<file path="config.mk">
export PLATFORM = sky130hd
export DESIGN_NAME = addr_decode_flat
export DESIGN_NICKNAME = d
export VERILOG_FILES = /design/src/soc_pkg.sv /design/src/bus_if.sv /design/src/addr_decode.sv /design/src/flat_wrapper.sv
export VERILOG_INCLUDE_DIRS = /design/src
export SDC_FILE = /design/constraint.sdc
export NUM_CORES = 1
export LEC_CHECK = 0
export ABC_AREA = 0
export BUFFER_PORTS_ARGS = -buffer_cell sky130_fd_sc_hd__buf_2
export CELL_PAD_IN_SITES_DETAIL_PLACEMENT = 0
export CELL_PAD_IN_SITES_GLOBAL_PLACEMENT = 1
export CORE_UTILIZATION = 30
export DETAILED_ROUTE_END_ITERATION = 6
export PLACE_DENSITY = 0.79
export SYNTH_ARGS = -nofsm -noshare
export SYNTH_HDL_FRONTEND = slang
export SYNTH_SLANG_ARGS = --single-unit
export TNS_END_PERCENT = 30
</file>
<file path="constraint.sdc">
create_clock -name clk -period 2.5 [get_ports clk]
set_clock_uncertainty 0.05 [all_clocks]
set_input_delay 0.25 -clock clk [delete_from_list [all_inputs] [get_ports clk]]
set_output_delay 0.25 -clock clk [all_outputs]
set_load 0.005 [all_outputs]
</file>
<file path="src/soc_defines.svh">
`ifndef SOC_DEFINES_SVH
`define SOC_DEFINES_SVH

//////////////////////////////////////////////////
// Clocking
//////////////////////////////////////////////////

// System clock in Hz, returned by the frequency register
`define SYS_CLK_HZ 32'd25_000_000

// Cycles per UART bit, kept small for short simulations
`define CLKS_PER_BIT 8

//////////////////////////////////////////////////
// Memory map
//////////////////////////////////////////////////

// Block RAM starts at address zero
`define BRAM_WORDS 256

`define UART_TX_ADDR  32'h1000_0000
`define UART_RX_ADDR  32'h1000_0004
`define UART_LSR_ADDR 32'h1000_0008
`define FREQ_ADDR     32'h1000_000C

`endif

</file>
<file path="src/soc_pkg.sv">
package soc_pkg;

  // Target picked by the decode stage for one host request
  typedef enum logic [2:0] {
    tgt_none,
    tgt_bram,
    tgt_uart_tx,
    tgt_uart_rx,
    tgt_uart_lsr,
    tgt_freq,
    tgt_unmapped
  } target_e;

  // 16550-style line status, laid over a full bus word
  typedef struct packed {
    logic [16:0] rsvd_hi;   // 31:15
    logic        tx_idle;   // 14, shifter and holding both empty
    logic        thr_empty; // 13
    logic [3:0]  rsvd_mid;  // 12:9
    logic        rx_ready;  // 8
    logic [7:0]  rsvd_lo;   // 7:0
  } lsr_t;

  // Response word, seen as plain data or as line status
  typedef union packed {
    logic [31:0] raw;
    lsr_t        lsr;
  } bus_word_u;

endpackage

</file>
<file path="src/bus_if.sv">
`timescale 1ns/1ps

// Request from the decode stage, broadcast to every target
interface req_if import soc_pkg::*; ();

  target_e     sel;
  logic [31:0] addr;
  logic [31:0] wdata;
  logic [3:0]  wstrb;
  logic        strobe;

  modport src (output sel, addr, wdata, wstrb, strobe);
  modport dst (input sel, addr, wdata, wstrb, strobe);

endinterface


</file>
<file path="src/addr_decode.sv">
`timescale 1ns/1ps
`include "soc_defines.svh"

module addr_decode import soc_pkg::*; (
  input  logic        clk,
  input  logic        resetn,
  input  logic        mem_valid,
  input  logic [31:0] mem_addr,
  input  logic [3:0]  mem_wstrb,
  input  logic [31:0] mem_wdata,
  input  logic        mem_ready,
  req_if.src          req
);

  logic    busy;
  logic    wr;
  target_e hit;

  assign wr = |mem_wstrb;

  //////////////////////////////////////////////////
  // Address map
  //////////////////////////////////////////////////

  always_comb begin
    if (mem_addr < (`BRAM_WORDS * 4)) begin
      hit = tgt_bram;
    end else begin
      case (mem_addr)
        // TX data is write-only, the other registers are read-only
        `UART_TX_ADDR:  hit = wr ? tgt_uart_tx : tgt_unmapped;
        `UART_RX_ADDR:  hit = wr ? tgt_unmapped : tgt_uart_rx;
        `UART_LSR_ADDR: hit = wr ? tgt_unmapped : tgt_uart_lsr;
        `FREQ_ADDR:     hit = wr ? tgt_unmapped : tgt_freq;
        default:        hit = tgt_unmapped;
      endcase
    end
  end

  // One strobe per request, busy until the host sees ready
  always_ff @(posedge clk) begin
    if (!resetn) begin
      busy       <= 1'b0;
      req.strobe <= 1'b0;
      req.sel    <= tgt_none;
    end else begin
      req.strobe <= 1'b0;
      if (mem_valid && !busy) begin
        busy       <= 1'b1;
        req.strobe <= 1'b1;
        req.sel    <= hit;
      end else if (mem_ready) begin
        busy <= 1'b0;
      end
    end
  end

  // Payload stays put until the next accepted request
  always_ff @(posedge clk) begin
    if (mem_valid && !busy) begin
      req.addr  <= mem_addr;
      req.wdata <= mem_wdata;
      req.wstrb <= mem_wstrb;
    end
  end

  // Ready only ever answers a request that was taken
  a_ready_while_busy: assert property (
    @(posedge clk) disable iff (!resetn)
    mem_ready |-> busy
  );

endmodule

</file>
<file path="src/flat_wrapper.sv">
// flat-port wrapper written by rule: the top's interface ports become plain ports
module addr_decode_flat import soc_pkg::*;
  (clk, resetn, mem_valid, mem_addr, mem_wstrb, mem_wdata, mem_ready, req_sel, req_addr, req_wdata, req_wstrb, req_strobe);
  req_if req_i ();
  input  logic clk;
  input  logic resetn;
  input  logic mem_valid;
  input  logic [31:0] mem_addr;
  input  logic [3:0] mem_wstrb;
  input  logic [31:0] mem_wdata;
  input  logic mem_ready;
  output wire logic [$bits(req_i.sel)-1:0] req_sel;
  output wire logic [$bits(req_i.addr)-1:0] req_addr;
  output wire logic [$bits(req_i.wdata)-1:0] req_wdata;
  output wire logic [$bits(req_i.wstrb)-1:0] req_wstrb;
  output wire logic [$bits(req_i.strobe)-1:0] req_strobe;
  assign req_sel = req_i.sel;
  assign req_addr = req_i.addr;
  assign req_wdata = req_i.wdata;
  assign req_wstrb = req_i.wstrb;
  assign req_strobe = req_i.strobe;
  addr_decode u_core (.clk(clk), .resetn(resetn), .mem_valid(mem_valid), .mem_addr(mem_addr), .mem_wstrb(mem_wstrb), .mem_wdata(mem_wdata), .mem_ready(mem_ready), .req(req_i));
endmodule
</file>
; Yosys cells after proc, flatten, opt, wreduce, memory -nomap -nowiden
; Index checks and enable logic that the tools add are counted.
[totals]
inputBits = 72
out_inout_bits = 72
ff_bits = 73
elab_cells = 24
[classes]
eq_ne = 4
n_reduce_logical = 4
mux = 9
magnitude_cmp = 1
[op_table]
columns = operator, count
row1 = "32-bit by 29-bit equality test with 1-bit output, second input constant", 4
row2 = "32-bit by 11-bit < comparator with 1-bit output, second input constant", 1
row3 = 3-bit one-hot mux with 4 select lines, 1
row4 = 3-bit 2-to-1 mux, 3
row5 = 2-bit 2-to-1 mux, 2
row6 = 4-bit OR reduction, 1
row7 = 1-bit 2-to-1 mux, 3
row8 = 2-bit nonzero test, 1
row9 = 1-bit logical AND, 1
row10 = 1-bit zero test, 1

; Logic depth before layout (Yosys ltp)
[depth]
ltp_word = 4
depth_mapped = 4
ltp_nobuf = 4

; Worst setup path after synthesis
; OpenSTA, ideal clock, no wires.
[synth_timing]
path_type = reg-to-reg
start = register u_core.busy
end = register u_core.req.sel[0]
stages_incl_launch_ff = 5
required_time_ps = 2391
path_slack_ps = -72
setup_time_ps = 59
synth_period_minus_slack_ps = 2572
n_path_buf = 0
arrival_time_ps = 2463
cell_sequence = dfxtp_1 and2b_1 nand3_1 nor2_1 a31o_1
[synth_between]
elab_chain_len = 2
[synth_rtl]
columns = element, line
row1 = from (decl), addr_decode.sv:15  ; logic busy;
row2 = from (signal assigned), addr_decode.sv:43  ; busy <= 1'b0;
row3 = from (signal assigned), addr_decode.sv:49  ; busy <= 1'b1;
row4 = from (signal assigned), addr_decode.sv:53  ; busy <= 1'b0;
row5 = 1-bit zero test, addr_decode.sv:48  ; if (mem_valid && !busy) begin
row6 = 1-bit logical AND, addr_decode.sv:48
row7 = to (signal assigned), addr_decode.sv:45  ; req.sel <= tgt_none;
row8 = to (signal assigned), addr_decode.sv:51  ; req.sel <= hit;
row9 = to (decl), bus_if.sv:12  ; modport src (output sel, addr, wdata, wstrb, strobe);
; Every way passes these cells.
; A chain may end at the register's enable or synchronous reset.

; Worst setup path in the final report
; Same ends and word-level chain as after synthesis.

==> results.toml <==
[floorplanning]
start_util = 0.315
die_area_sq_um = 8090
coreArea_sq_um = 7370
rows = 31
fp.dieW_um = 90.0
ios = 144
fp.dieH_um = 90.0

[sta]
fmax_mhz = 693
fin_crit_ns = 1.44
final.setup.tns_ns = 0
worst_pin_slew_ns = 0.533
fin_ws_ns = 1.06
setup_violations = 0
finalCritPeriodShare = 0.578
finalHoldViolations = 0
relSlewSlack = 0.645
drv_slew = 0
rsz0062_at_grt = "false"

[setup_path]
crit_fanout = 30
cp-end-kind = "flip-flop"
r2r_end = "u_core.req.sel[0]$_SDFFE_PN0P_"
crit_end = "u_core.req.sel[0]$_SDFFE_PN0P_"
rr_startpoint = "u_core.busy$_SDFFE_PN0P_"
rrSetupSlack_ns = 1.06
cp.required_ns = 2.73
crit_arrival_ns = 1.67
crit_type = "reg -> reg"
crit_path_start_kind = "flip-flop"
startpoint = "u_core.busy$_SDFFE_PN0P_"
reg2reg_depth = 5

[clocking]
postCtsSetupRepairBufs = 0
cts_sinks = 73
cts_tree = "yes"
cts_buffers = 9
root_buffer = "clkbuf_8"
clk_transition_reported_paths_ns = 0.08
htree_levels = 3
cts_resized = 0
clk_path_buf_depth = 2
clk_latency_ns = 0.33
hold_buffers = 0

[yosys]
synth-seq-cells = 73
syn_area_sq_um = 2320
ys_types = 18
yosys_warnings = 0
synth_top_area_share = 0.880
yosysTopAreaCell = "edfxtp_1"
synthesis.instances = 104
ys_seq_area_frac = 0.923
avgSynthCellArea_sq_um = 22.3
synth_area_leaders = "edfxtp_1 (88%), dfxtp_1 (4.3%), nor4_1 (1.6%)"
synth_nets = 176

[cells_and_area]
antennaDiodeCount = 0
final_cell_mix = "buf_2 (143), edfxtp_1 (68), clkbuf_8 (9)"
layout_commonest_cell = "buf_2"
utilization = 0.456
nets = 332
drive_above_1_share = 0.610
areaGrowthSynthToFinish_pct = 44.8

[route]
first_pass_iters = 4
detail-route-antenna-nets = 0
totalWireLength_um = 4870
first_iter_violations = 36
avgRoutedWirePerCell_um = 13.4
vias_per_cell = 4.18
vias = 1517
drc = 0

[flow_run]
drv_cap = 0

[global_routing]
grt_pass1_vias = 1473
grt_overflow_total = 0
grt_usage = 0.123
grt_max_degree = 44
grt_pass1_wl_um = 7460
antenna_found_initial = 0

[hold_path]
hp-class = "in -> reg"

[place]
place_congestion = 0.736
hpwl_um = 3750
preCtsSetupSlack_ns = 1.01
numPortBuffers = 143

[power_and_ir_drop]
pwr_density_cell_nw_per_um2 = 738
power.leakage_nw = 1.41
ir_drop_mv = 0.317

[run_status]
outcome = "finished, final reports clean"
-- metrics by stage --
step	instance area (sq um)	total power (W)	std cells	hold WS, ns
floorplan	2320	0.00151	104	0.299
global placement	3180	0.00165	348	0.377
detailed placement	3180	0.00166	348	0.378
CTS	3360	0.00252	363	0.0137
global route	3360	0.00259	363	0.00433
finish	3360	0.00248	363	0.0358
-- cell usage after synthesis --
library cell / count
nor4_1: 6
nor2_1: 3
a31o_1: 1
nor4_2: 1
dfxtp_1: 5
nand3_1: 3
xnor2_1: 1
nor3_1: 1
o211a_1: 1
and2_1: 1
and2b_1: 1
nand2_1: 2
inv_1: 2
edfxtp_1: 68
a21oi_1: 2
nand4_1: 1
o21ai_0: 3
o21ai_1: 2
-- final cells by class --
class	instances	area, sq um
sequential	73	2140
clock buffer	9	124
timing repair buffer	145	731
clock inverter	6	60.1
fill	689	4010
inverter	2	7.51
tap	99	124
multi-input combinational	29	173
-- per-layer routing --
metal,vias to the layer above,share of wire,global-route usage
li1,726,-,-
met1,706,0.40,0.142
met2,78,0.51,0.208
met3,7,0.075,0.0491
met4,0,0.0099,0.0444
met5,-,0,0
-- power breakdown --
part	switching, W	internal, W
registers	0.0000158	0.00142
clock network	0.000404	0.000450
logic	0.0000972	0.0000912
-- worst min path at each step --
stage	endpoint	cells past startpoint	slack (ns)	start
after detailed placement	u_core.req.wdata[1]$_DFFE_PP_	1	0.38	mem_wdata[1]
final	u_core.req.wdata[9]$_DFFE_PP_	1	0.04	mem_wdata[9]
after floorplan	u_core.req.addr[0]$_DFFE_PP_	0	0.30	mem_addr[0]
after global routing	u_core.req.wdata[16]$_DFFE_PP_	1	0.004	mem_wdata[16]
after CTS	u_core.req.wdata[9]$_DFFE_PP_	1	0.01	mem_wdata[9]
after global placement	u_core.req.wdata[26]$_DFFE_PP_	1	0.38	mem_wdata[26]
-- critical path: stages (launching register included) --
cell	delay, ns
dfxtp_1	0.32
and2b_2	0.22
buf_4	0.34
nand3_1	0.11
nor2_1	0.19
a31o_1	0.17
-- registers in the layout (all words and copies together), names as in the netlist --
name	flops
u_core.req.wdata	32
u_core.req.sel	3
u_core.req.wstrb	4
u_core.req.addr	32
u_core.busy	1
u_core.req.strobe	1
-- cells by family after synthesis --
logic type | after synthesis | synth area share
flops | 73 | 0.923
simple gates | 19 | 0.0469
compound gates | 9 | 0.0232
buf+inv | 2 | 0.00324
xor+xnor | 1 | 0.00377
Note: power is estimated with default switching activity, not from simulation.
