--- config.mk ---
export PLATFORM = sky130hd
export DESIGN_NAME = uart_rx_port_flat
export DESIGN_NICKNAME = d
export VERILOG_FILES = /design/src/soc_pkg.sv /design/src/bus_if.sv /design/src/uart_rx_port.sv /design/src/flat_wrapper.sv
export VERILOG_INCLUDE_DIRS = /design/src
export SDC_FILE = /design/constraint.sdc
export NUM_CORES = 1
export LEC_CHECK = 0
export BUFFER_PORTS_ARGS = -buffer_cell sky130_fd_sc_hd__buf_4
export CAP_MARGIN = 20
export CELL_PAD_IN_SITES_DETAIL_PLACEMENT = 1
export CELL_PAD_IN_SITES_GLOBAL_PLACEMENT = 2
export CORE_ASPECT_RATIO = 0.5
export CORE_MARGIN = 2
export CORE_UTILIZATION = 25
export DETAILED_ROUTE_END_ITERATION = 16
export HOLD_SLACK_MARGIN = 0.15
export PLACE_DENSITY = 0.89
export SLEW_MARGIN = 30
export SYNTH_ARGS = -nofsm -noshare
export SYNTH_HDL_FRONTEND = slang
export SYNTH_SLANG_ARGS = --single-unit
--- constraint.sdc ---
create_clock -name clk -period 4.12 [get_ports clk]
set_clock_uncertainty 0.2 [all_clocks]
set_input_delay 0.206 -clock clk [delete_from_list [all_inputs] [get_ports clk]]
set_output_delay 0.206 -clock clk [all_outputs]
set_load 0.1 [all_outputs]
--- src/soc_defines.svh ---
`ifndef SOC_DEFINES_SVH
`define SOC_DEFINES_SVH

//////////////////////////////////////////////////
// Clocking
//////////////////////////////////////////////////

// System clock in Hz, returned by the frequency register
`define SYS_CLK_HZ 32'd25_000_000

// Cycles per UART bit, kept small for short simulations
`define CLKS_PER_BIT 8

//////////////////////////////////////////////////
// Memory map
//////////////////////////////////////////////////

// Block RAM starts at address zero
`define BRAM_WORDS 256

`define UART_TX_ADDR  32'h1000_0000
`define UART_RX_ADDR  32'h1000_0004
`define UART_LSR_ADDR 32'h1000_0008
`define FREQ_ADDR     32'h1000_000C

`endif

--- src/soc_pkg.sv ---
package soc_pkg;

  // Target picked by the decode stage for one host request
  typedef enum logic [2:0] {
    tgt_none,
    tgt_bram,
    tgt_uart_tx,
    tgt_uart_rx,
    tgt_uart_lsr,
    tgt_freq,
    tgt_unmapped
  } target_e;

  // 16550-style line status, laid over a full bus word
  typedef struct packed {
    logic [16:0] rsvd_hi;   // 31:15
    logic        tx_idle;   // 14, shifter and holding both empty
    logic        thr_empty; // 13
    logic [3:0]  rsvd_mid;  // 12:9
    logic        rx_ready;  // 8
    logic [7:0]  rsvd_lo;   // 7:0
  } lsr_t;

  // Response word, seen as plain data or as line status
  typedef union packed {
    logic [31:0] raw;
    lsr_t        lsr;
  } bus_word_u;

endpackage

--- src/bus_if.sv ---
`timescale 1ns/1ps

// Request from the decode stage, broadcast to every target
interface req_if import soc_pkg::*; ();

  target_e     sel;
  logic [31:0] addr;
  logic [31:0] wdata;
  logic [3:0]  wstrb;
  logic        strobe;

  modport src (output sel, addr, wdata, wstrb, strobe);
  modport dst (input sel, addr, wdata, wstrb, strobe);

endinterface

// Answer of one target towards the response stage
interface resp_if import soc_pkg::*; ();

  logic      done;
  bus_word_u rdata;

  modport src (output done, rdata);
  modport dst (input done, rdata);

endinterface

--- src/uart_rx_port.sv ---
`timescale 1ns/1ps
`include "soc_defines.svh"

module uart_rx_port import soc_pkg::*; (
  input  logic clk,
  input  logic resetn,
  input  logic uart_rx,
  req_if.dst   req,
  resp_if.src  resp,
  output logic rx_full
);

  localparam int bw = $clog2(`CLKS_PER_BIT);

  logic          rx_meta;
  logic          rx_s;
  logic          receiving;
  logic [bw-1:0] cnt;
  logic [3:0]    bit_cnt;
  logic [7:0]    shift_q;
  logic [7:0]    hold_q;
  logic          tick;
  logic          stop_tick;
  logic          rd_hit;

  assign tick      = receiving && (cnt == '0);
  assign stop_tick = tick && (bit_cnt == 4'd9);
  assign rd_hit    = req.strobe && (req.sel == tgt_uart_rx);

  // Two-flop synchronizer, line idles high
  always_ff @(posedge clk) begin
    if (!resetn) begin
      rx_meta <= 1'b1;
      rx_s    <= 1'b1;
    end else begin
      rx_meta <= uart_rx;
      rx_s    <= rx_meta;
    end
  end

  always_ff @(posedge clk) begin
    if (!resetn) begin
      receiving <= 1'b0;
      cnt       <= '0;
      bit_cnt   <= '0;
      rx_full   <= 1'b0;
      resp.done <= 1'b0;
    end else begin
      resp.done <= rd_hit;
      if (!receiving && !rx_s) begin
        // First sample lands half a bit in, mid start bit
        receiving <= 1'b1;
        cnt       <= bw'(`CLKS_PER_BIT / 2 - 1);
        bit_cnt   <= '0;
      end else if (tick) begin
        cnt     <= bw'(`CLKS_PER_BIT - 1);
        bit_cnt <= bit_cnt + 4'd1;
        // Start bit gone high again, treat as a glitch
        if ((bit_cnt == 4'd0) && rx_s) receiving <= 1'b0;
        if (bit_cnt == 4'd9) receiving <= 1'b0;
      end else if (receiving) begin
        cnt <= cnt - 1'b1;
      end
      if (stop_tick) begin
        rx_full <= 1'b1;
      end else if (rd_hit) begin
        rx_full <= 1'b0;
      end
    end
  end

  always_ff @(posedge clk) begin
    if (tick && (bit_cnt != 4'd0) && (bit_cnt != 4'd9)) shift_q <= {rx_s, shift_q[7:1]};
    if (stop_tick) hold_q <= shift_q;
    if (rd_hit) resp.rdata.raw <= rx_full ? {24'h0, hold_q} : 32'hFFFF_FFFF;
  end

  a_stop_bit_high: assert property (
    @(posedge clk) disable iff (!resetn)
    stop_tick |-> rx_s
  );

endmodule

--- src/flat_wrapper.sv ---
// flat-port wrapper written by rule: the top's interface ports become plain ports
module uart_rx_port_flat import soc_pkg::*;
  (clk, resetn, uart_rx, rx_full, req_sel, req_addr, req_wdata, req_wstrb, req_strobe, resp_done, resp_rdata);
  req_if req_i ();
  resp_if resp_i ();
  input  logic clk;
  input  logic resetn;
  input  logic uart_rx;
  output logic rx_full;
  input wire logic [$bits(req_i.sel)-1:0] req_sel;
  input wire logic [$bits(req_i.addr)-1:0] req_addr;
  input wire logic [$bits(req_i.wdata)-1:0] req_wdata;
  input wire logic [$bits(req_i.wstrb)-1:0] req_wstrb;
  input wire logic [$bits(req_i.strobe)-1:0] req_strobe;
  output wire logic [$bits(resp_i.done)-1:0] resp_done;
  output wire logic [$bits(resp_i.rdata)-1:0] resp_rdata;
  assign req_i.sel = req_sel;
  assign req_i.addr = req_addr;
  assign req_i.wdata = req_wdata;
  assign req_i.wstrb = req_wstrb;
  assign req_i.strobe = req_strobe;
  assign resp_done = resp_i.done;
  assign resp_rdata = resp_i.rdata;
  uart_rx_port u_core (.clk(clk), .resetn(resetn), .uart_rx(uart_rx), .req(req_i), .resp(resp_i), .rx_full(rx_full));
endmodule
**Yosys cells after proc, flatten, opt, wreduce, memory -nomap -nowiden**

Cells that the tools add are included.
Widths: inputs -> output; s select.

- Reduce and logical (&&, ||, !) cells: 19
- Bitwise operators: 1
- Eq/ne operators: 3
- Multiplexer cells: 10
- Add/sub/neg operators: 2

Operator list:

| operator | count |
|---|---|
| $mux 32 | 1 |
| $logic_and 1x1->1 | 7 |
| $mux 1 | 6 |
| $mux 3 | 2 |
| $reduce_bool 2->1 | 3 |
| $reduce_bool 3->1 | 2 |
| $add 4x1->4 const B | 1 |
| $eq 4x4->1 const B | 1 |
| $logic_not 4->1 | 1 |
| $ne 4x4->1 const B | 1 |
| $reduce_bool 4->1 | 1 |
| $eq 3x2->1 const B | 1 |
| $logic_not 3->1 | 1 |
| $sub 3x1->3 const B | 1 |
| $logic_not 1->1 | 2 |
| $mux 2 | 1 |
| $reduce_and 2->1 | 1 |
| $reduce_or 2->1 | 1 |
| $not 1->1 | 1 |

- Word-level logic and storage cells: 47
- Output and inout port bits: 34
- Register bits: 60

**Logic depth before layout (Yosys ltp)**

- Word-level depth: 6
- Gate-level depth with buffers: 5

**Worst setup path before layout**

Ideal clock, no wire load.

- Path type: reg-to-output
- From: register, netlist name u_core.resp.rdata[30]
- To: output resp_rdata[10]
- Stages on the path, launching flop included: 2
- Data required time: 3.714 ns
- Path slack: 1.995 ns
- Data arrival time: 1.719 ns
- Buffers on the path: 1
- Path through: edfxtp_1 > buf_4

RTL lines:

| what | line | source |
|---|---|---|
| end, declared | flat_wrapper.sv:16 | `output wire logic [$bits(resp_i.rdata)-1:0] resp_rdata;` |

**Worst setup path after layout**

- From: register u_core.cnt[0]
- To: register u_core.hold_q[7] (enable)

- Longest elaborated chain between the ends: 3

RTL lines:

| what | line | source |
|---|---|---|
| start, declared | uart_rx_port.sv:18 | `logic [bw-1:0] cnt;` |
| start signal, assigned | uart_rx_port.sv:53 | `` cnt <= bw'(`CLKS_PER_BIT / 2 - 1); `` |
| start signal, assigned | uart_rx_port.sv:56 | `` cnt <= bw'(`CLKS_PER_BIT - 1); `` |
| start signal, assigned | uart_rx_port.sv:62 | `cnt <= cnt - 1'b1;` |
| $logic_not 3->1 | uart_rx_port.sv:26 | `assign tick = receiving && (cnt == '0);` |
| $logic_and 1x1->1 | uart_rx_port.sv:26 |  |
| $logic_and 1x1->1 | uart_rx_port.sv:27 | `assign stop_tick = tick && (bit_cnt == 4'd9);` |
| net u_core.stop_tick | uart_rx_port.sv:23 | `logic stop_tick;` |
| end signal, assigned | uart_rx_port.sv:74 | `if (stop_tick) hold_q <= shift_q;` |
| end, declared | uart_rx_port.sv:21 | `logic [7:0] hold_q;` |

The timed path passes the listed nets, and every way through them passes these cells.
A chain may end at the register's enable or synchronous reset.

==> out/summary.txt <==
total track usage - 8.79%
layout cells sized above 1 - 33.6%
Fillers - 624
DP Area - 0.00178 mm^2
Power, Total - 784 uW
Hold Path Class - flop to flop
Diodes inserted - 0
LEAKAGE - 0.000699 uW
combinational share of power - 3.7%
Crit. Startpoint - u_core.cnt[0]
unrepaired setup endpoints after global routing - false
crit-path max FO - 10
DR WL/cell - 12.1 um
GRT overflow - 0
mapped cell area - 0.00155 mm^2
Post-DP HPWL - 2050 um
final critical-path required period - 2.10 ns
Port Buffers - 40
vias in the first global route - 893
Vias - 900
Internal - 631 uW
CTS Buf Count - 5
Hold Startpoint - u_core.rx_meta
# hold bufs at CTS - 3
Synth top cells by count - 25 x edfxtp_1, 23 x buf_4, 12 x dfxtp_1, 11 x nand2b_1, 7 x nor2_1
first-pass GRT wire length - 4320 um
Vias/cell - 3.90
final WL - 2800 um
syn_area_per_cell - 13.4 um^2
Post-CTS Repair Setup Buffers - 0
clock share of power - 45.4%
Yosys top cell area share - 48.5%
Least-Margin Pin Slew - 0.803 ns
max frequency - 476 MHz
Initial Util - 25.7%
drt drc - 0
cell accounting for the most synthesized area - edfxtp_1
count leader, synth - edfxtp_1
Max IR drop VDD - 0.150 mV
CTS Buffer Depth - 2
final hold violation count - 0
crit end category - flop
Resized cells post-CTS - 0
Worst EP required - 3.82 ns
GRT Max-Usage Layer - met2
M1 GR Usage - 7.77%
gpl congestion - 0.700
Die H - 59.7 um
Max Slew Vio Count - 0
Layout Nets - 222
Distinct cells, synth - 26
Die W - 115 um
met3 usage - 3.35%
number of synthesized flops with an enable pin - 25
die area - 0.00688 mm^2
Yosys warnings - 0
Switching Share - 19.5%
htree depth - 2
Final Setup Violations - 0
crit share post-route - 51.0%
Flop pwr share - 50.9%
final instance area - 0.00195 mm^2
Area Overhead vs Synth - 26.0%
GR Layer Usage met2 - 17.9%
Max Cap Viol - 0
drt pass-1 iters - 4
RR Startpoint - u_core.cnt[0]
Fin Setup TNS - 0 ns
CTS clock-pin slew for the worst setup and hold paths - 0.05 ns
pwr dens - 402 mW/mm^2
Main synth FF type - edfxtp_1
Core Rows - 20
fraction of registers with async set/reset - 0%
Switching Power - 153 uW
Root Driver - clkbuf_16
critical path type - flop to flop
remaining antenna violation count after routing - 0
clk sink count - 37
Seq/Total Area, Yosys - 64.0%
Core Region - 0.00603 mm^2
IO Count - 109
critical path data arrival time - 1.80 ns
Seq cells post-synth - 37
status - finished, final reports clean
top cells by area, synth - edfxtp_1 48%, dfxtp_1 16%, buf_4 11%
CTS tree - done
Worst Setup Start Kind - flop
Synth Net Count - 196
initial antenna violation count - 0
largest net degree at the start of global routing - 25
Mapped Cells - 116
Slew headroom - 46.2%
insertion delay to the later sink of the worst-skew pair - 0.27 ns
Detailed Route Iter0 Violations - 26
## critical path, cell delays in order, from the launching register on
cell      delay (ns)
dfxtp_1         0.33
inv_1           0.09
ha_1            0.26
nand2b_1        0.17
nor3_2          0.68
## power groups by stage
stage	registers (uW)	logic [uW]	clock network, uW
after detailed placement	407	27.0	0
after global placement	406	25.7	0
after CTS	399	29.2	367
after floorplan	407	16.7	0
final	399	29.3	356
after global routing	400	32.4	382
## final cells by class
type	instances	area, um^2	area share [%]
sequential	37	991	50.8
multi-input combinational	49	358	18.3
timing repair buffer	43	330	16.9
clock buffer	6	129	6.60
tap	88	110	5.64
inverter	6	22.5	1.15
clock inverter	2	11.3	0.577
## flip-flops by register name (all words and copies together) (netlist names)
signal             cells
u_core.rx_meta         1
u_core.resp.rdata      9
u_core.bit_cnt         4
u_core.rx_full         1
u_core.receiving       1
u_core.cnt             3
u_core.shift_q         8
u_core.resp.done       1
u_core.rx_s            1
u_core.hold_q          8
## layer usage
layer	up-vias	share of wire, %
li1	428	-
met4	0	1.6
met2	36	53
met1	431	39
met3	5	6.9
met5	-	0
## through the flow
step	util, %	std cells	hold slack, ns	setup slack (ns)
3_5_place_dp	29.5	220	0.194	2.01
3_3_place_gp	29.5	220	0.189	2.13
2_1_floorplan	-	116	0.0790	2.00
5_1_grt	32.4	231	0.241	1.81
4_1_cts	32.4	231	0.211	2.00
6_report	32.4	231	0.208	2.02
## cells in the final DEF (no fill, tap or decap), types with 3 or more instances in the layout
cell           netlist  layout
buf_4               23      40
clkbuf_16            0       5
dfxtp_1             12      12
dlygate4sd3_1        0       3
edfxtp_1            25      25
ha_1                 5       5
inv_1                6       6
nand2b_1            11      11
nand3_1              4       4
nor2_1               7       7
## path summary, 6_finish.rpt
kind              slack [ns]  depth (start not counted)               end
hold / removal          0.21                          1       u_core.rx_s
setup reg to reg        2.02                          4  u_core.hold_q[7]
setup / recovery        2.02                          4  u_core.hold_q[7]
hold reg to reg         0.21                          1       u_core.rx_s
## cell families after synthesis
family | count (synthesis) | synth area share (%)
XOR/XNOR | 2 | 1.13
AND/OR/NAND/NOR | 31 | 12.5
multiplexers | 2 | 1.29
adder cells (fa/ha/maj) | 5 | 4.04
AO/OA/AOI/OAI | 9 | 4.12
flip-flops | 37 | 64.0
buffers and inverters | 30 | 12.9
(Power assumes the default switching activity.)
