[src/soc_defines.svh]
`ifndef SOC_DEFINES_SVH
`define SOC_DEFINES_SVH

//////////////////////////////////////////////////
// Clocking
//////////////////////////////////////////////////

// System clock in Hz, returned by the frequency register
`define SYS_CLK_HZ 32'd25_000_000

// Cycles per UART bit, kept small for short simulations
`define CLKS_PER_BIT 8

//////////////////////////////////////////////////
// Memory map
//////////////////////////////////////////////////

// Block RAM starts at address zero
`define BRAM_WORDS 256

`define UART_TX_ADDR  32'h1000_0000
`define UART_RX_ADDR  32'h1000_0004
`define UART_LSR_ADDR 32'h1000_0008
`define FREQ_ADDR     32'h1000_000C

`endif

[src/soc_pkg.sv]
package soc_pkg;

  // Target picked by the decode stage for one host request
  typedef enum logic [2:0] {
    tgt_none,
    tgt_bram,
    tgt_uart_tx,
    tgt_uart_rx,
    tgt_uart_lsr,
    tgt_freq,
    tgt_unmapped
  } target_e;

  // 16550-style line status, laid over a full bus word
  typedef struct packed {
    logic [16:0] rsvd_hi;   // 31:15
    logic        tx_idle;   // 14, shifter and holding both empty
    logic        thr_empty; // 13
    logic [3:0]  rsvd_mid;  // 12:9
    logic        rx_ready;  // 8
    logic [7:0]  rsvd_lo;   // 7:0
  } lsr_t;

  // Response word, seen as plain data or as line status
  typedef union packed {
    logic [31:0] raw;
    lsr_t        lsr;
  } bus_word_u;

endpackage

[src/bus_if.sv]
`timescale 1ns/1ps

// Request from the decode stage, broadcast to every target
interface req_if import soc_pkg::*; ();

  target_e     sel;
  logic [31:0] addr;
  logic [31:0] wdata;
  logic [3:0]  wstrb;
  logic        strobe;

  modport src (output sel, addr, wdata, wstrb, strobe);
  modport dst (input sel, addr, wdata, wstrb, strobe);

endinterface

// Answer of one target towards the response stage
interface resp_if import soc_pkg::*; ();

  logic      done;
  bus_word_u rdata;

  modport src (output done, rdata);
  modport dst (input done, rdata);

endinterface

[src/resp_mux.sv]
`timescale 1ns/1ps
`include "soc_defines.svh"

module resp_mux import soc_pkg::*; (
  input  logic        clk,
  input  logic        resetn,
  resp_if.dst         bram,
  resp_if.dst         tx,
  resp_if.dst         rx,
  resp_if.dst         lsr,
  req_if.dst          req,
  input  logic        tx_idle,
  output logic        mem_ready,
  output logic [31:0] mem_rdata,
  output logic        access_fault
);

  logic      freq_done;
  logic      unm_done;
  logic      any_done;
  bus_word_u word;

  assign any_done = bram.done | tx.done | rx.done | lsr.done | freq_done | unm_done;

  always_comb begin
    word.raw = 32'h0;
    if (bram.done)     word = bram.rdata;
    else if (tx.done)  word = tx.rdata;
    else if (rx.done)  word = rx.rdata;
    else if (lsr.done) word = lsr.rdata;
    else if (freq_done) word.raw = `SYS_CLK_HZ;
  end

  always_ff @(posedge clk) begin
    if (!resetn) begin
      freq_done    <= 1'b0;
      unm_done     <= 1'b0;
      mem_ready    <= 1'b0;
      access_fault <= 1'b0;
    end else begin
      freq_done    <= req.strobe && (req.sel == tgt_freq);
      unm_done     <= req.strobe && (req.sel == tgt_unmapped);
      mem_ready    <= any_done;
      access_fault <= unm_done;
    end
  end

  always_ff @(posedge clk) begin
    if (any_done) mem_rdata <= word.raw;
  end

  a_single_answer: assert property (
    @(posedge clk) disable iff (!resetn)
    $onehot0({bram.done, tx.done, rx.done, lsr.done, freq_done, unm_done})
  );

  // The byte just taken is already on its way out
  a_tx_busy_on_done: assert property (
    @(posedge clk) disable iff (!resetn)
    tx.done |-> !tx_idle
  );

endmodule

[src/flat_wrapper.sv]
// flat-port wrapper written by rule: the top's interface ports become plain ports
module resp_mux_flat import soc_pkg::*;
  (clk, resetn, tx_idle, mem_ready, mem_rdata, access_fault, bram_done, bram_rdata, tx_done, tx_rdata, rx_done, rx_rdata, lsr_done, lsr_rdata, req_sel, req_addr, req_wdata, req_wstrb, req_strobe);
  resp_if bram_i ();
  resp_if tx_i ();
  resp_if rx_i ();
  resp_if lsr_i ();
  req_if req_i ();
  input  logic clk;
  input  logic resetn;
  input  logic tx_idle;
  output logic mem_ready;
  output logic [31:0] mem_rdata;
  output logic access_fault;
  input wire logic [$bits(bram_i.done)-1:0] bram_done;
  input wire logic [$bits(bram_i.rdata)-1:0] bram_rdata;
  input wire logic [$bits(tx_i.done)-1:0] tx_done;
  input wire logic [$bits(tx_i.rdata)-1:0] tx_rdata;
  input wire logic [$bits(rx_i.done)-1:0] rx_done;
  input wire logic [$bits(rx_i.rdata)-1:0] rx_rdata;
  input wire logic [$bits(lsr_i.done)-1:0] lsr_done;
  input wire logic [$bits(lsr_i.rdata)-1:0] lsr_rdata;
  input wire logic [$bits(req_i.sel)-1:0] req_sel;
  input wire logic [$bits(req_i.addr)-1:0] req_addr;
  input wire logic [$bits(req_i.wdata)-1:0] req_wdata;
  input wire logic [$bits(req_i.wstrb)-1:0] req_wstrb;
  input wire logic [$bits(req_i.strobe)-1:0] req_strobe;
  assign bram_i.done = bram_done;
  assign bram_i.rdata = bram_rdata;
  assign tx_i.done = tx_done;
  assign tx_i.rdata = tx_rdata;
  assign rx_i.done = rx_done;
  assign rx_i.rdata = rx_rdata;
  assign lsr_i.done = lsr_done;
  assign lsr_i.rdata = lsr_rdata;
  assign req_i.sel = req_sel;
  assign req_i.addr = req_addr;
  assign req_i.wdata = req_wdata;
  assign req_i.wstrb = req_wstrb;
  assign req_i.strobe = req_strobe;
  resp_mux u_core (.clk(clk), .resetn(resetn), .bram(bram_i), .tx(tx_i), .rx(rx_i), .lsr(lsr_i), .req(req_i), .tx_idle(tx_idle), .mem_ready(mem_ready), .mem_rdata(mem_rdata), .access_fault(access_fault));
endmodule
[config.mk]
export PLATFORM = sky130hd
export DESIGN_NAME = resp_mux_flat
export DESIGN_NICKNAME = d
export VERILOG_FILES = /design/src/soc_pkg.sv /design/src/bus_if.sv /design/src/resp_mux.sv /design/src/flat_wrapper.sv
export VERILOG_INCLUDE_DIRS = /design/src
export SDC_FILE = /design/constraint.sdc
export NUM_CORES = 1
export LEC_CHECK = 0
export BUFFER_PORTS_ARGS = -buffer_cell sky130_fd_sc_hd__buf_2
export CAP_MARGIN = 20
export CORE_AREA = 4 4 91 93
export CTS_CLUSTER_DIAMETER = 80
export DETAILED_ROUTE_END_ITERATION = 8
export DIE_AREA = 0 0 95 97
export PLACE_DENSITY = 0.72
export SETUP_SLACK_MARGIN = 0.5
export SYNTH_ARGS = -nofsm -noshare
export SYNTH_HDL_FRONTEND = slang
export SYNTH_SLANG_ARGS = --single-unit
export TNS_END_PERCENT = 10
[constraint.sdc]
create_clock -name clk -period 3.4 [get_ports clk]
set_input_delay 0.51 -clock clk [delete_from_list [all_inputs] [get_ports clk]]
set_output_delay 0.51 -clock clk [all_outputs]
set_load 0.01 [all_outputs]
# Word level (Yosys, flattened, before mapping)
# Cells that the tools add are included.
dict set report word_totals {
  register_bits 36
  wordCells 19
  input_bits 207
}
dict set report op_classes {
  n_reduce_logical 2
  n_eq_ne 2
  mux 5
  bitwise 5
}
# operator count
set op_table {}
lappend op_table {{$mux W32} 4}
lappend op_table {{$mux W25} 1}
lappend op_table {{$eq A3 B3 Y1 const B} 2}
lappend op_table {{$or A1 B1 Y1} 5}
lappend op_table {{$logic_and A1 B1 Y1} 2}

# Longest topological paths before layout
# Gate-level depths: netlist of run 1.
dict set report depth {
  word_depth 5
  mapped_depth 5
  ltp_nobuf 3
}

# Worst setup path before layout of run 1
# Ideal clock, no wire load.
dict set report synth_timing {
  kind {input to register}
  startpoint {input bram_done}
  endpoint {register u_core.mem_ready}
  setup_ps 121
  path_stages 4
  arrival_ps 1792
  n_path_buf 1
  slack_ps 1487
  cell_sequence {buf_2 > nor3_1 > nand2_1 > and2_1}
}
dict set report synth_between {
  elab_chain_len 5
}
# element line
set synth_lines {}
lappend synth_lines {{start: declaration} flat_wrapper.sv:15} ;# input wire logic [$bits(bram_i.done)-1:0] bram_done;
lappend synth_lines {{$or A1 B1 Y1 (5 in a row)} resp_mux.sv:23} ;# assign any_done = bram.done | tx.done | rx.done | lsr.done | freq_done | unm_done;
lappend synth_lines {{named net u_core.any_done} resp_mux.sv:20} ;# logic any_done;
lappend synth_lines {{end signal: assignment} resp_mux.sv:43} ;# mem_ready <= any_done;
lappend synth_lines {{end: declaration} resp_mux.sv:13} ;# output logic mem_ready,
# The timed path passes the listed nets, and every way through them passes these cells.
# A chain may end at the register's enable or synchronous reset.

==> run_results.csv, run 1 <==
group,metric,value,unit
outcome,status,"finished, final reports clean",
clock_tree,cts_tree,"built",
setup_path,reg2regPathDepth,3,
route,wl,7.85,mm
power,power.leakage,1.50,nW
run,maxCapViolations,0,
sta,fmax,526,MHz
sta,finalHoldViolCount,0,
setup_path,crit_path_start_kind,"input pin",
clock_tree,clock_sinks,36,
global_routing,grt_pass1_wl,11.9,mm
power,ir_worst_vdd,125,uV
setup_path,critical_path_required,3.51,ns
placed_design,gp_congestion,0.787,
floorplan,dieArea,9220,sq um
global_routing,gr-total-overflow,0,
setup_path,reg2reg_to,"u_core.mem_rdata[13]",
route,initialDrtViolationCount,65,
clock_tree,cts_buffers,5,
finish,fill_cells,763,
floorplan,die_height,97,um
sta,finalSetupViolCount,0,
floorplan,start_util,30.7,%
route,drc_errors,0,
setup_path,worstPathMaxFanout,31,
floorplan,coreArea,7530,sq um
finish,final_common_cell,"buf_2",
route,routedWlPerCell,17.0,um
clock_tree,cts_setup_buffers,0,
min_path,holdPathStages,2,
route,vias,2315,
clock_tree,clockBufferDepth,2,
route,ant_nets,0,
setup_path,endpoint_kind,"register",
clock_tree,cts_hold_buffers,0,
yosys,synth_cells,199,
sta,tns,0,ns
yosys,ys.warnings.count,0,
route,first_pass_iters,4,
global_routing,grt_pass1_vias,2475,
clock_tree,cts_root_buf,"clkbuf_8",
clock_tree,path_clk_slew,0.07,ns
setup_path,r2r_slack,2.02,ns
setup_path,rr_startpoint,"u_core.freq_done",
sta,worst_slew_pin_slew,1.04,ns
min_path,min_from,"req_sel[0]",
power,pwr_density_cell,341,nW/um^2
sta,finClkSkew,0.00393,ns
clock_tree,cts-htree-levels,2,
floorplan,ios,241,
floorplan,die_x,95,um
yosys,ys_types,28,
global_routing,antenna_found_initial,0,
yosys,syn_area_per_cell,11.6,sq um
finish,final_nets,568,
placed_design,io_buffers,171,
clock_tree,cts_resized,0,
finish,synthToLayoutAreaGrowth,42.8,%
yosys,async_flop_share,0,%
sta,maxSlewHeadroom,30.5,%
sta,layout_min_cycle_time,1.90,ns
setup_path,crit_type,"in -> reg",
power,power.total,1.13,mW
global_routing,grt_util_all_layers,16.5,%
sta,fin_crit_sh,55.9,%
placed_design,place_hpwl,5.80,mm
yosys,synth_area,2310,sq um
min_path,min_to,"u_core.unm_done",
yosys,synth-edff-count,32,
yosys,synthFlopType,"edfxtp_1",
sta,rsz0062_at_grt,"no",
route,vias_per_cell,5.00,
yosys,postSynthNetCount,406,
global_routing,grt_max_degree,39,
finish,diodes,0,
finish,mostFrequentLayoutCells,"171 x buf_2, 32 x edfxtp_1, 21 x nand2_1",
yosys,synth_seq_area_share,45.0,%
finish,final-seq-area,1040,sq um
min_path,hold_class,"in -> reg",
yosys,ys_ff_latch,36,
sta,slew_viol_final,0,
finish,drive_gt1_share,61.2,%
finish,multi_input_comb_area,1130,sq um
floorplan,rows,32,
clock_tree,clk_latency,0.28,ns
setup_path,arrival,2.01,ns
## sequential cells by signal, summed over array words and instances, names as in the netlist
| name | flops |
|---|---|
| u_core.access_fault | 1 |
| u_core.freq_done | 1 |
| u_core.mem_rdata | 32 |
| u_core.mem_ready | 1 |
| u_core.unm_done | 1 |
## logic make-up (layout without fill, tap and decap cells)
| kind of cell | count (synthesis) | in the layout | share of synthesized area [%] |
|---|---|---|---|
| multiplexers | 12 | 12 | 5.20 |
| AND/OR/NAND/NOR | 49 | 49 | 9.96 |
| AO/OA/AOI/OAI | 78 | 78 | 33.7 |
| buffers and inverters | 24 | 186 | 6.17 |
| flip-flops | 36 | 36 | 45.0 |
## critical path, stage by stage
cell      delay, ns
buf_2          0.15
nor2b_4        0.87
a221oi_1       0.21
o31ai_1        0.27
## metrics by stage
step	hold WS, ns	utilization (%)	cells	setup slack, ns	cell area, sq um
after floorplan	0.431	-	199	1.49	2310
after global placement	0.453	42.5	455	1.05	3200
after detailed placement	0.452	42.5	455	0.983	3200
after CTS	0.382	43.5	462	1.28	3270
after global routing	0.388	43.9	463	1.35	3300
final	0.392	43.9	463	1.50	3300
## worst max path at each step
stage	start	to	slack (ns)	depth (start not counted)
after floorplan	bram_done	u_core.mem_ready	1.49	4
final	lsr_done	u_core.mem_rdata[27]	1.50	4
after CTS	tx_done	u_core.mem_rdata[26]	1.28	4
after global placement	tx_done	u_core.mem_rdata[26]	1.05	4
after detailed placement	tx_done	u_core.mem_rdata[26]	0.98	4
after global routing	lsr_done	u_core.mem_rdata[27]	1.35	4
## cell usage after synthesis, types with 2 or more instances
cell type / n / share of area, %
edfxtp_1: 32 / 42
nand2_1: 21 / 3.4
nor2_1: 19 / 3.1
a221oi_2: 18 / 12
o31ai_2: 18 / 9.7
a221oi_1: 13 / 4.9
mux2i_1: 12 / 5.2
o22ai_1: 12 / 3.2
o21ai_0: 11 / 2.4
buf_2: 9 / 1.9
clkbuf_1: 5 / 0.81
buf_4: 4 / 1.3
dfxtp_1: 4 / 3.5
buf_6: 3 / 1.5
and2_1: 2 / 0.54
nor3_1: 2 / 0.43
nor3b_1: 2 / 0.65
o21ai_1: 2 / 0.43
## where the power goes
part	switching, mW	internal [mW]	total (mW)
Clock	0.149	0.135	0.284
Sequential	0.00955	0.529	0.539
Combinational	0.159	0.145	0.303
## metal layers
layer / wire length (um) / vias to the layer above / GRT usage [%]
met3: 769 / 9 / 4.35
li1: - / 1125 / -
met1: 3180 / 1052 / 19.2
met5: 0 / - / 0
met4: 134 / 0 / 6.10
met2: 3760 / 129 / 28.7
## area by class of cell
cell class | count | share of cell area (%)
Clock buffer | 5 | 2.08
Clock inverter | 2 | 0.227
Inverter | 2 | 0.227
Multi-Input combinational cell | 139 | 34.2
Sequential cell | 36 | 31.5
Tap cell | 102 | 3.87
Timing Repair Buffer | 177 | 27.9
(Power assumes the default switching activity.)
==> inputs of run 2 (changes only) <==
--- a/config.mk
+++ b/config.mk
@@ -6,6 +6,7 @@
 export SDC_FILE = /design/constraint.sdc
 export NUM_CORES = 1
 export LEC_CHECK = 0
+export ABC_AREA = 1
 export BUFFER_PORTS_ARGS = -buffer_cell sky130_fd_sc_hd__buf_2
 export CAP_MARGIN = 20
 export CORE_AREA = 4 4 91 93
==> constraint.sdc (replaced) <==
create_clock -name clk -period 1.8 [get_ports clk]
set_input_delay 0.27 -clock clk [delete_from_list [all_inputs] [get_ports clk]]
set_output_delay 0.27 -clock clk [all_outputs]
set_load 0.01 [all_outputs]
==> run_results.csv, run 2 <==
group,metric,value,unit
power,pwr_density_cell,671,nW/um^2
sta,rsz0062_at_grt,"no",
finish,diodes,0,
finish,mostFrequentLayoutCells,"171 x buf_2, 124 x nand2_1, 32 x edfxtp_1",
route,drc_errors,0,
setup_path,critical_path_required,1.79,ns
route,wl,8.43,mm
global_routing,grt_pass1_wl,12.7,mm
yosys,synth_seq_area_share,44.9,%
clock_tree,clk_latency,0.28,ns
yosys,synthFlopType,"edfxtp_1",
sta,finalSetupViolCount,0,
yosys,syn_area_per_cell,7.55,sq um
finish,largest_reg_flops,32,
finish,finalNonFillerCells,575,
finish,drive_gt1_share,43.6,%
floorplan,ios,241,
global_routing,grt_util_all_layers,17.5,%
setup_path,crit_type,"in -> reg",
route,routedWlPerCell,14.7,um
yosys,synth_top_area_share,41.4,%
run,maxCapViolations,0,
sta,layout_min_cycle_time,1.19,ns
min_path,hold_class,"in -> reg",
global_routing,grt_max_degree,34,
sta,slew_viol_final,0,
route,first_pass_iters,5,
clock_tree,cts_setup_buffers,0,
clock_tree,cts_buffers,5,
finish,synthToLayoutAreaGrowth,46.1,%
sta,fmax,837,MHz
yosys,synth_cells,307,
global_routing,antenna_found_initial,0,
floorplan,dieArea,9220,sq um
clock_tree,cts_resized,0,
finish,final_nets,679,
placed_design,place_hpwl,6.39,mm
sta,worst_slew_pin_slew,0.349,ns
sta,finalHoldViolCount,0,
finish,final_area,3390,sq um
yosys,ys_types,23,
setup_path,worstPathMaxFanout,19,
clock_tree,clock_sinks,36,
route,vias,2713,
floorplan,rows,32,
floorplan,start_util,30.8,%
power,power.leakage,1.79,nW
sta,whs,0.169,ns
yosys,synthTopCellsByArea,"edfxtp_1 41%, nand2_1 20%, a21o_1 6.5%, a21oi_1 4.7%, o21ai_0 4.3%",
yosys,yosysTopAreaCell,"edfxtp_1",
route,ant_nets,0,
placed_design,dp.cells,566,
setup_path,arrival,1.18,ns
yosys,postSynthNetCount,514,
yosys,synth_top_cells_by_count,"125 x nand2_1, 32 x edfxtp_1, 25 x nor2_1",
finish,fill_cells,803,
sta,fin_crit_sh,66.4,%
finish,largest-register,"u_core.mem_rdata",
floorplan,coreArea,7530,sq um
yosys,synth_area,2320,sq um
clock_tree,cts-htree-levels,2,
power,ir_worst_vdd,355,uV
clock_tree,path_clk_slew,0.07,ns
yosys,ys.warnings.count,0,
outcome,status,"finished, final reports clean",
clock_tree,cts_hold_buffers,0,
sta,tns,0,ns
clock_tree,cts_root_buf,"clkbuf_8",
placed_design,gp_congestion,0.824,
setup_path,crit_path_start_kind,"input pin",
yosys,synth-edff-count,32,
route,vias_per_cell,4.72,
sta,finClkSkew,0.00302,ns
placed_design,placed_cell_area,3260,sq um
floorplan,die_height,97,um
setup_path,endpoint_kind,"register",
yosys,async_flop_share,0,%
sta,maxSlewHeadroom,76.8,%
route,initialDrtViolationCount,82,
global_routing,gr-total-overflow,0,
floorplan,die_x,95,um
finish,final_common_cell,"buf_2",
clock_tree,cts_tree,"built",
yosys,yosysMostFrequentCell,"nand2_1",
global_routing,grt_pass1_vias,2744,
placed_design,io_buffers,171,
clock_tree,clockBufferDepth,2,
yosys,ys_ff_latch,36,
## run 2: cell count changes after synthesis, moves of 9 or more
cell,before,now
a221oi_1,13,0
a221oi_2,18,0
nand3_1,1,12
o22ai_1,12,0
mux2i_1,12,0
nand2_1,21,125
a21oi_1,1,22
a21oi_2,0,10
o31ai_2,18,0
o21ai_0,11,20
a21o_1,0,20
## run 2: cells by family (layout without fill, tap and decap cells)
group,after synthesis,after routing,synth area share (%)
buf+inv,30,195,6.85
flops,36,36,44.9
simple gates,169,170,28.9
compound gates,72,72,19.3
## run 2: power by group
group	internal (mW)	switching, mW
Combinational	0.258	0.302
Sequential	0.996	0.0192
Clock	0.404	0.295
## run 2: layout make-up
cell class | count | area, sq um | share of cell area, %
Clock inverter | 3 | 37.5 | 1.11
Multi-Input combinational cell | 242 | 1150 | 34.0
Sequential cell | 36 | 1040 | 30.7
Clock buffer | 5 | 68.8 | 2.03
Timing Repair Buffer | 179 | 928 | 27.4
Tap cell | 102 | 128 | 3.77
Inverter | 8 | 32.5 | 0.960
## run 2: critical path, cell delays in order
cell	delay (ns)
buf_2	0.12
inv_4	0.17
nand2_2	0.12
nor2_2	0.25
nand2_4	0.23
## run 2: routing by layer
metal  share of wire (%)  vias up  track usage [%]  wire [um]
li1                    -     1346                -          -
met5                   0        -                0          0
met4                0.74        0             4.77         62
met3                  10        6             5.91        874
met2                  47      142             30.0       3990
met1                  42     1219             20.5       3510
## run 2: stage by stage
stage / utilization, % / total power [mW] / worst slack (ns)
global route: 45.0 / 2.40 / 0.539
floorplan: - / 1.31 / 0.511
detailed placement: 43.3 / 1.59 / 0.227
global placement: 43.3 / 1.58 / 0.272
CTS: 44.7 / 2.30 / 0.505
finish: 45.0 / 2.27 / 0.605
## run 2: final timing paths
kind | from | endpoint | slack [ns] | cells after the start
worst min register to register | u_core.unm_done | u_core.access_fault | 0.46 | 2
worst min-delay path | req_sel[0] | u_core.unm_done | 0.17 | 2
worst max register to register | u_core.freq_done | u_core.mem_rdata[14] | 0.63 | 4
worst max-delay path | tx_done | u_core.mem_rdata[7] | 0.61 | 5
